<file path="src/source/rv32m_pkg.sv">
package rv32m_pkg;

  // RV32M funct3 codes handled by the multiply unit
  localparam logic [2:0] funct3_mul    = 3'b000;
  localparam logic [2:0] funct3_mulh   = 3'b001;
  localparam logic [2:0] funct3_mulhsu = 3'b010;
  localparam logic [2:0] funct3_mulhu  = 3'b011;

  // R-type OP opcode
  localparam logic [6:0] opcode_op = 7'b0110011;

  // funct7 that selects the M extension within OP
  localparam logic [6:0] funct7_muldiv = 7'b0000001;

  // sign mode of the multiplier operands
  // mul_su treats a as signed and b as unsigned
  typedef enum logic [1:0] {
    mul_uu = 2'b00,
    mul_ss = 2'b01,
    mul_su = 2'b10
  } mul_type_t;

  // default sizes of the unit
  // rs depth is log2 of the station entries, rob depth is the tag width
  localparam int default_rs_depth  = 3;
  localparam int default_rob_depth = 3;
  localparam int default_cdb_size  = 2;

endpackage

</file>
<file path="src/source/shift_add_multiplier.sv">
`timescale 1ns/1ps

module shift_add_multiplier (
  input  logic                  clk,
  input  logic                  rst,
  input  logic                  start,
  input  rv32m_pkg::mul_type_t  mul_type,
  input  logic [31:0]           a,
  input  logic [31:0]           b,
  output logic                  busy,
  output logic                  done,
  output logic [63:0]           p
);

  // operand sign handling
  logic        a_signed;
  logic        b_signed;
  logic        a_neg;
  logic        b_neg;
  logic [31:0] a_mag;
  logic [31:0] b_mag;

  // iteration state
  logic        busy_q;
  logic        done_q;
  logic [4:0]  step;
  logic        neg;
  logic        load;
  logic        last_step;

  // datapath registers
  logic [63:0] mcand;
  logic [31:0] mplier;
  logic [63:0] acc;
  logic [63:0] partial;
  logic [63:0] p_q;

  assign a_signed = (mul_type == rv32m_pkg::mul_ss) || (mul_type == rv32m_pkg::mul_su);
  assign b_signed = (mul_type == rv32m_pkg::mul_ss);

  assign a_neg = a_signed && a[31];
  assign b_neg = b_signed && b[31];

  // two's complement of 32'h8000_0000 still reads as 2^31 unsigned
  assign a_mag = a_neg ? (~a + 32'd1) : a;
  assign b_mag = b_neg ? (~b + 32'd1) : b;

  // a new operation is only taken while idle
  assign load      = start && !busy_q && !done_q;
  assign last_step = busy_q && (step == 5'd31);

  // one add of the shifted multiplicand per multiplier bit
  assign partial = acc + (mplier[0] ? mcand : 64'd0);

  always_ff @(posedge clk) begin
    if (rst) begin
      busy_q <= 1'b0;
      done_q <= 1'b0;
      step   <= '0;
      neg    <= 1'b0;
    end else begin
      done_q <= 1'b0;
      if (load) begin
        busy_q <= 1'b1;
        step   <= '0;
        neg    <= a_neg ^ b_neg;
      end else if (busy_q) begin
        step <= step + 5'd1;
        if (last_step) begin
          busy_q <= 1'b0;
          done_q <= 1'b1;
        end
      end
    end
  end

  always_ff @(posedge clk) begin
    if (load) begin
      mcand  <= {32'd0, a_mag};
      mplier <= b_mag;
      acc    <= '0;
    end else if (busy_q) begin
      acc    <= partial;
      mcand  <= mcand << 1;
      mplier <= mplier >> 1;
      // fold the result sign back in on the final step
      if (last_step) begin
        p_q <= neg ? (~partial + 64'd1) : partial;
      end
    end
  end

  assign busy = busy_q;
  assign done = done_q;

  // p only changes on the last step, so it is stable while done is high
  assign p = p_q;

endmodule

</file>
<file path="src/source/mul_rs.sv">
`timescale 1ns/1ps

module mul_rs #(
  parameter int MUL_RS_DEPTH = 3,
  parameter int ROB_DEPTH    = 3,
  parameter int CDB_SIZE     = 2
) (
  input  logic                  clk,
  input  logic                  rst,
  output logic                  full,
  input  logic                  issue,

  input  logic [6:0]            opcode,
  input  logic [2:0]            funct3,
  input  logic [6:0]            funct7,
  input  logic [ROB_DEPTH-1:0]  issue_target_rob,

  // operand state from the register file and scoreboard
  input  logic                  rs1_regfile_ready,
  input  logic                  rs2_regfile_ready,
  input  logic [31:0]           rs1_regfile_v,
  input  logic [31:0]           rs2_regfile_v,
  input  logic [ROB_DEPTH-1:0]  rs1_regfile_rob,
  input  logic [ROB_DEPTH-1:0]  rs2_regfile_rob,

  // completed but not yet committed values
  input  logic                  rs1_rob_ready,
  input  logic                  rs2_rob_ready,
  input  logic [31:0]           rs1_rob_v,
  input  logic [31:0]           rs2_rob_v,

  input  logic                  cdb_valid [CDB_SIZE],
  input  logic [ROB_DEPTH-1:0]  cdb_rob   [CDB_SIZE],
  input  logic [31:0]           cdb_rd_v  [CDB_SIZE],

  output logic                  mul_valid,
  output logic [31:0]           mul_f,
  output logic [ROB_DEPTH-1:0]  mul_rob,

  output logic                  mul_start,
  output rv32m_pkg::mul_type_t  mul_type,
  output logic [31:0]           mul_a,
  output logic [31:0]           mul_b,
  input  logic                  mul_busy,
  input  logic                  mul_done,
  input  logic [63:0]           mul_p
);

  localparam int NUM_ENTRIES = 2 ** MUL_RS_DEPTH;

  // control state per entry
  logic                  entry_valid [NUM_ENTRIES];
  logic                  rs1_ready   [NUM_ENTRIES];
  logic                  rs2_ready   [NUM_ENTRIES];

  // payload per entry
  logic [31:0]           rs1_v       [NUM_ENTRIES];
  logic [31:0]           rs2_v       [NUM_ENTRIES];
  logic [ROB_DEPTH-1:0]  rs1_tag     [NUM_ENTRIES];
  logic [ROB_DEPTH-1:0]  rs2_tag     [NUM_ENTRIES];
  logic [ROB_DEPTH-1:0]  target_tag  [NUM_ENTRIES];
  logic [2:0]            funct3_q    [NUM_ENTRIES];

  // entry currently inside the multiplier
  logic                    exe_valid;
  logic [MUL_RS_DEPTH-1:0] exe_idx;

  logic                    issue_ok;
  logic                    free_found;
  logic [MUL_RS_DEPTH-1:0] free_idx;
  logic                    sel_found;
  logic [MUL_RS_DEPTH-1:0] sel_idx;

  // operand values captured at issue
  logic        cap1_ready;
  logic        cap2_ready;
  logic [31:0] cap1_v;
  logic [31:0] cap2_v;
  logic [32:0] issue_cdb1;
  logic [32:0] issue_cdb2;

  // wakeup of waiting operands, bit 32 is the hit flag
  logic [32:0] snoop1 [NUM_ENTRIES];
  logic [32:0] snoop2 [NUM_ENTRIES];
  logic        wake1  [NUM_ENTRIES];
  logic        wake2  [NUM_ENTRIES];

  // search every CDB port for a broadcast of tag
  function automatic logic [32:0] cdb_lookup(input logic [ROB_DEPTH-1:0] tag);
    logic [32:0] hit;
    hit = '0;
    for (int j = 0; j < CDB_SIZE; j++) begin
      if (cdb_valid[j] && (cdb_rob[j] == tag)) begin
        hit = {1'b1, cdb_rd_v[j]};
      end
    end
    return hit;
  endfunction

  // only M-extension OP instructions belong to this station
  assign issue_ok = issue && (opcode == rv32m_pkg::opcode_op) &&
                    (funct7 == rv32m_pkg::funct7_muldiv);

  // lowest free entry, and full when there is none
  always_comb begin
    free_found = 1'b0;
    free_idx   = '0;
    for (int i = NUM_ENTRIES - 1; i >= 0; i--) begin
      if (!entry_valid[i]) begin
        free_found = 1'b1;
        free_idx   = MUL_RS_DEPTH'(i);
      end
    end
  end

  assign full = !free_found;

  // operand capture: regfile first, then ROB, then a same-cycle broadcast
  always_comb begin
    issue_cdb1 = cdb_lookup(rs1_regfile_rob);
    issue_cdb2 = cdb_lookup(rs2_regfile_rob);
    if (rs1_regfile_ready) begin
      cap1_ready = 1'b1;
      cap1_v     = rs1_regfile_v;
    end else if (rs1_rob_ready) begin
      cap1_ready = 1'b1;
      cap1_v     = rs1_rob_v;
    end else begin
      cap1_ready = issue_cdb1[32];
      cap1_v     = issue_cdb1[31:0];
    end
    if (rs2_regfile_ready) begin
      cap2_ready = 1'b1;
      cap2_v     = rs2_regfile_v;
    end else if (rs2_rob_ready) begin
      cap2_ready = 1'b1;
      cap2_v     = rs2_rob_v;
    end else begin
      cap2_ready = issue_cdb2[32];
      cap2_v     = issue_cdb2[31:0];
    end
  end

  always_comb begin
    for (int i = 0; i < NUM_ENTRIES; i++) begin
      snoop1[i] = cdb_lookup(rs1_tag[i]);
      snoop2[i] = cdb_lookup(rs2_tag[i]);
      wake1[i]  = entry_valid[i] && !rs1_ready[i] && snoop1[i][32];
      wake2[i]  = entry_valid[i] && !rs2_ready[i] && snoop2[i][32];
    end
  end

  // lowest entry with both operands in hand
  always_comb begin
    sel_found = 1'b0;
    sel_idx   = '0;
    for (int i = NUM_ENTRIES - 1; i >= 0; i--) begin
      if (entry_valid[i] && rs1_ready[i] && rs2_ready[i] &&
          !(exe_valid && (exe_idx == MUL_RS_DEPTH'(i)))) begin
        sel_found = 1'b1;
        sel_idx   = MUL_RS_DEPTH'(i);
      end
    end
  end

  assign mul_start = sel_found && !exe_valid && !mul_busy && !mul_done;
  assign mul_a     = rs1_v[sel_idx];
  assign mul_b     = rs2_v[sel_idx];

  always_comb begin
    case (funct3_q[sel_idx])
      rv32m_pkg::funct3_mulh:   mul_type = rv32m_pkg::mul_ss;
      rv32m_pkg::funct3_mulhsu: mul_type = rv32m_pkg::mul_su;
      // MUL keeps the low half, which is the same for any sign mode
      default:                  mul_type = rv32m_pkg::mul_uu;
    endcase
  end

  always_ff @(posedge clk) begin
    if (rst) begin
      exe_valid <= 1'b0;
      exe_idx   <= '0;
      for (int i = 0; i < NUM_ENTRIES; i++) begin
        entry_valid[i] <= 1'b0;
        rs1_ready[i]   <= 1'b0;
        rs2_ready[i]   <= 1'b0;
      end
    end else begin
      for (int i = 0; i < NUM_ENTRIES; i++) begin
        if (wake1[i]) begin
          rs1_ready[i] <= 1'b1;
        end
        if (wake2[i]) begin
          rs2_ready[i] <= 1'b1;
        end
      end
      if (issue_ok && free_found) begin
        entry_valid[free_idx] <= 1'b1;
        rs1_ready[free_idx]   <= cap1_ready;
        rs2_ready[free_idx]   <= cap2_ready;
      end
      if (mul_start) begin
        exe_valid <= 1'b1;
        exe_idx   <= sel_idx;
      end
      // the result goes out this cycle, so the entry is released
      if (mul_done) begin
        exe_valid            <= 1'b0;
        entry_valid[exe_idx] <= 1'b0;
      end
    end
  end

  always_ff @(posedge clk) begin
    for (int i = 0; i < NUM_ENTRIES; i++) begin
      if (wake1[i]) begin
        rs1_v[i] <= snoop1[i][31:0];
      end
      if (wake2[i]) begin
        rs2_v[i] <= snoop2[i][31:0];
      end
    end
    if (issue_ok && free_found) begin
      rs1_v[free_idx]      <= cap1_v;
      rs2_v[free_idx]      <= cap2_v;
      rs1_tag[free_idx]    <= rs1_regfile_rob;
      rs2_tag[free_idx]    <= rs2_regfile_rob;
      target_tag[free_idx] <= issue_target_rob;
      funct3_q[free_idx]   <= funct3;
    end
  end

  // result formatting follows the executing entry's own funct3
  assign mul_valid = mul_done;
  assign mul_rob   = target_tag[exe_idx];
  assign mul_f     = (funct3_q[exe_idx] == rv32m_pkg::funct3_mul) ? mul_p[31:0] : mul_p[63:32];

endmodule

</file>
<file path="src/source/mul_unit.sv">
`timescale 1ns/1ps

module mul_unit #(
  parameter int MUL_RS_DEPTH = rv32m_pkg::default_rs_depth,
  parameter int ROB_DEPTH    = rv32m_pkg::default_rob_depth,
  parameter int CDB_SIZE     = rv32m_pkg::default_cdb_size
) (
  input  logic                  clk,
  input  logic                  rst,
  output logic                  full,
  input  logic                  issue,

  input  logic [6:0]            opcode,
  input  logic [2:0]            funct3,
  input  logic [6:0]            funct7,
  input  logic [ROB_DEPTH-1:0]  issue_target_rob,

  input  logic                  rs1_regfile_ready,
  input  logic                  rs2_regfile_ready,
  input  logic [31:0]           rs1_regfile_v,
  input  logic [31:0]           rs2_regfile_v,
  input  logic [ROB_DEPTH-1:0]  rs1_regfile_rob,
  input  logic [ROB_DEPTH-1:0]  rs2_regfile_rob,

  input  logic                  rs1_rob_ready,
  input  logic                  rs2_rob_ready,
  input  logic [31:0]           rs1_rob_v,
  input  logic [31:0]           rs2_rob_v,

  input  logic                  cdb_valid [CDB_SIZE],
  input  logic [ROB_DEPTH-1:0]  cdb_rob   [CDB_SIZE],
  input  logic [31:0]           cdb_rd_v  [CDB_SIZE],

  output logic                  mul_valid,
  output logic [31:0]           mul_f,
  output logic [ROB_DEPTH-1:0]  mul_rob
);

  // station to multiplier
  logic                  mul_start;
  rv32m_pkg::mul_type_t  mul_type;
  logic [31:0]           mul_a;
  logic [31:0]           mul_b;
  logic                  mul_busy;
  logic                  mul_done;
  logic [63:0]           mul_p;

  mul_rs #(
    .MUL_RS_DEPTH (MUL_RS_DEPTH),
    .ROB_DEPTH    (ROB_DEPTH),
    .CDB_SIZE     (CDB_SIZE)
  ) rs_i (
    .clk               (clk),
    .rst               (rst),
    .full              (full),
    .issue             (issue),
    .opcode            (opcode),
    .funct3            (funct3),
    .funct7            (funct7),
    .issue_target_rob  (issue_target_rob),
    .rs1_regfile_ready (rs1_regfile_ready),
    .rs2_regfile_ready (rs2_regfile_ready),
    .rs1_regfile_v     (rs1_regfile_v),
    .rs2_regfile_v     (rs2_regfile_v),
    .rs1_regfile_rob   (rs1_regfile_rob),
    .rs2_regfile_rob   (rs2_regfile_rob),
    .rs1_rob_ready     (rs1_rob_ready),
    .rs2_rob_ready     (rs2_rob_ready),
    .rs1_rob_v         (rs1_rob_v),
    .rs2_rob_v         (rs2_rob_v),
    .cdb_valid         (cdb_valid),
    .cdb_rob           (cdb_rob),
    .cdb_rd_v          (cdb_rd_v),
    .mul_valid         (mul_valid),
    .mul_f             (mul_f),
    .mul_rob           (mul_rob),
    .mul_start         (mul_start),
    .mul_type          (mul_type),
    .mul_a             (mul_a),
    .mul_b             (mul_b),
    .mul_busy          (mul_busy),
    .mul_done          (mul_done),
    .mul_p             (mul_p)
  );

  shift_add_multiplier mult_i (
    .clk      (clk),
    .rst      (rst),
    .start    (mul_start),
    .mul_type (mul_type),
    .a        (mul_a),
    .b        (mul_b),
    .busy     (mul_busy),
    .done     (mul_done),
    .p        (mul_p)
  );

endmodule

</file>
<file path="config.mk">
export PLATFORM = sky130hd
export DESIGN_NAME = mul_unit
export DESIGN_NICKNAME = d
export VERILOG_FILES = /design/src/source/rv32m_pkg.sv /design/src/source/shift_add_multiplier.sv /design/src/source/mul_rs.sv /design/src/source/mul_unit.sv
export SDC_FILE = /design/constraint.sdc
export NUM_CORES = 2
export LEC_CHECK = 0
export BUFFER_PORTS_ARGS = -buffer_cell sky130_fd_sc_hd__buf_4
export CELL_PAD_IN_SITES_DETAIL_PLACEMENT = 1
export CELL_PAD_IN_SITES_GLOBAL_PLACEMENT = 2
export CORE_MARGIN = 2
export CORE_UTILIZATION = 43
export CTS_BUF_LIST = sky130_fd_sc_hd__clkbuf_2 sky130_fd_sc_hd__clkbuf_4 sky130_fd_sc_hd__clkbuf_8
export CTS_CLUSTER_DIAMETER = 50
export CTS_CLUSTER_SIZE = 30
export DETAILED_ROUTE_END_ITERATION = 16
export PLACE_DENSITY_LB_ADDON = 0.05
export SETUP_SLACK_MARGIN = 0.05
export SKIP_LAST_GASP = 1
export SYNTH_ARGS = -nofsm -noshare
export SYNTH_HDL_FRONTEND = slang
export SYNTH_HIERARCHICAL = 1
export SYNTH_SLANG_ARGS = --single-unit
</file>
<file path="constraint.sdc">
create_clock -name clk -period 6.89 [get_ports clk]
set_input_delay 0 -clock clk [delete_from_list [all_inputs] [get_ports clk]]
set_output_delay 0 -clock clk [all_outputs]
set_load 0.05 [all_outputs]
</file>
==> flow_summary_export.csv <==
group,metric,value,unit
setup_path,path_cells,"and3b_4 -> a21o_1 -> o22ai_1 -> or3_4 -> mux4_2 -> mux2_2 -> or4_1 -> nor4_1 -> nand3b_1 -> or4_1 -> nand2b_1 -> nor4_2 -> nand2_1 -> nor4_1 -> a21oi_1 -> xnor2_1 -> a21oi_1",
global_routing,grt_max_degree,111,
flow_run,drv_cap,0,
synthesis,async_flop_share,0,%
setup_path,critPathBufInv,0,
setup_path,crit_path_end_kind,"flop",
clock_tree,clk_latency,880,ps
setup_path,reg2reg_from,"rs_i/exe_idx[2]",
timing,period_minus_slack,6400,ps
floorplanning,die_x,353,um
clock_tree,cts_sinks,871,
layout,n_fill_cell,12750,
setup_path,path_max_fanout,14,
timing,maxSlewViolCount,0,
floorplanning,top_level_ports,270,
setup_path,cp.required,7460,ps
detailed_routing,wirelength,226,mm
synthesis,synth_ff_type,"edfxtp_1",
layout,mostFrequentLayoutCells,"edfxtp_1, a21oi_1, a221oi_1, buf_4, dlygate4sd3_1",
timing,slew_headroom,18.7,%
synthesis,ys_warn_count,6,
global_routing,grt_pass1_wl,326,mm
global_routing,grt.overflow.total,0,
min_path,min-delay-path-class,"in2reg",
synthesis,synth.net_count,5129,
synthesis,yosysTopAreaCell,"edfxtp_1",
detailed_routing,drt_iter0_drc,5724,
placed_design,gp_congestion,0.951,
clock_tree,path_clk_slew,80,ps
global_routing,grtUsageTotal,35.4,%
setup_path,path_delay_family,"simple AND/OR/NAND/NOR gates",
setup_path,crit_path_max_incr_delay,610,ps
timing,rsz0062_at_grt,"no",
detailed_routing,drcViolationCount,0,
synthesis,synth.area.top_cells,"edfxtp_1, a221oi_1, a21oi_1, mux4_2, dfxtp_1",
floorplanning,die_area,124000,sq um
floorplanning,rows,127,
layout,nNetsFinal,5374,
synthesis,synth-seq-cells,871,
clock_tree,cts_tree,"built",
placed_design,place_inst,6273,
synthesis,yosysSeqAreaShare,47.6,%
floorplanning,die_height,353,um
global_routing,antenna_found_initial,12,
setup_path,crit_arrival,6970,ps
run_status,outcome,"completed",
setup_path,r2r_cells,17,
setup_path,critical_path.endpoint,"mult_i/mcand[30]",
synthesis,synth-edff-count,742,
setup_path,startpoint,"rs_i/exe_idx[2]",
timing,hold_violations,0,
setup_path,reg2reg_setup_slack,490,ps
clock_tree,h-tree-depth,3,
layout,layout_commonest_cell,"edfxtp_1",
setup_path,cp-start-kind,"flop",
synthesis,syn_area,52300,sq um
setup_path,path_depth,17,
layout,area_growth,16.8,%
min_path,worstHoldStart,"rs2_regfile_rob[0]",
timing,worstMarginPinSlew,1220,ps
layout,drive_above_1_share,18.8,%
timing,finalClockSkew,55.3,ps
timing,fmax,156,MHz
detailed_routing,vias,46603,
power,p_per_area,191,nW/um^2
synthesis,yosysTopAreaCellShare,42.6,%
placed_design,io_buffer_count,269,
synthesis,syn_avg_cell_area,10.8,sq um
synthesis,synthDistinctLibCells,107,
detailed_routing,via_per_inst,6.86,
timing,tns,0,ps
layout,instances_no_fill,6792,
clock_tree,cts_root_buffer,"clkbuf_8",
placed_design,hpwl,140,mm
clock_tree,cts_max_path_buffers,3,
detailed_routing,drt_first_pass_iters,6,
floorplanning,initial_core_util,43.4,%
synthesis,syn_inst,4826,
power,peakVddDrop,0.137,mV
floorplanning,core_area,120000,sq um
detailed_routing,wl_per_cell,33.3,um
detailed_routing,final_antenna_net_count,0,
clock_tree,numCtsBuffers,120,
global_routing,grt_pass1_vias,46237,
setup_path,reg2reg_to,"mult_i/mcand[30]",
timing,timing.final.crit_share,92.8,%
power,p_leak,20.4,nW
setup_path,slowest_stage,"dfxtp_1",
setup_path,crit_type,"reg2reg",
timing,setup_viol,0,
report_power, final:
part           total (mW)  switching, mW  internal, mW
logic                1.22          0.781         0.441
registers            5.71         0.0149          5.70
clock network        4.72           2.58          2.14
synthesized netlist by cell type, drive strengths merged, types with 16 or more instances:
cell,number
a22o,97
a22oi,56
mux2i,54
xor2,113
nand2b,20
nand2,221
or2,19
nand3,28
clkbuf,434
dfxtp,129
o22ai,38
edfxtp,742
nor2,235
o21a,18
a31oi,20
mux4,135
nor4,46
nor3,116
buf,115
a21oi,668
nand4,49
o21ai,159
a21o,27
o21bai,16
or3,22
ha,69
nor2b,76
inv,46
a211oi,26
a221oi,501
mux2,102
o31ai,30
xnor2,163
and2,75
layer usage:
metal	vias up	routed length, um	global-route usage, %
met5	-	0	0
met4	0	8440	12.0
met3	435	23800	7.35
met2	2744	97900	52.8
met1	23810	96000	51.0
li1	19614	-	-
stage by stage:
stage / util [%] / hold slack (ps) / power [mW] / setup slack, ps / instance area, sq um
after CTS: 50.7 / 0.746 / 11.7 / 351 / 61000
final: 50.8 / 69.6 / 11.6 / 494 / 61000
after floorplan: - / 80.4 / 6.44 / 1540 / 52300
after detailed placement: 46.0 / 240 / 6.88 / 451 / 55400
after global placement: 46.0 / 235 / 6.86 / 580 / 55400
after global routing: 50.7 / 40.1 / 12.0 / 0.703 / 61000
sequential cells by signal (all words and copies together), names as in the netlist, 24 cells and up, named ones only:
register and count:
mult_i/mcand 64, rs_i/rs1_tag 24, rs_i/rs2_tag 24, rs_i/rs2_v 256, mult_i/mplier 32, rs_i/target_tag 24, rs_i/funct3_q 24, rs_i/rs1_v 256
mult_i/p 64, mult_i/acc 64
layout make-up:
class | count | area (sq um) | share of cell area [%]
antenna | 4 | 10.0 | 0.0164
clock buffer | 123 | 1690 | 2.76
clock inverter | 104 | 1060 | 1.74
inverter | 48 | 193 | 0.316
multi-input combinational | 3359 | 25400 | 41.6
sequential | 871 | 24900 | 40.7
tap | 1612 | 2020 | 3.30
timing repair buffer | 671 | 5800 | 9.49
how the worst min path moves through the flow:
stage | to | slack, ps | cells past startpoint
2_1_floorplan | flop | 80 | 1
3_3_place_gp | rs_i/target_tag[7][1] | 240 | 1
3_5_place_dp | rs_i/target_tag[3][0] | 240 | 1
4_1_cts | rs_i/rs2_v[6][25] | 0.7 | 5
5_1_grt | rs_i/rs2_v[4][2] | 40 | 5
6_report | rs_i/rs2_tag[7][0] | 70 | 2
what timing repair did:
action,CTS,global route
gates resized for setup,0,4
hold buffers,281,2
setup endpoints to repair,0,6
buffers inserted,0,4
hold endpoints to repair,653,6
cells by family after synthesis:
kind of cell,synth area share [%]
compound gates,22.9
simple gates,9.60
flops,47.6
buf+inv,4.58
mux,9.05
xor+xnor,4.63
fa+ha+maj,1.69
(Power assumes the default switching activity.)
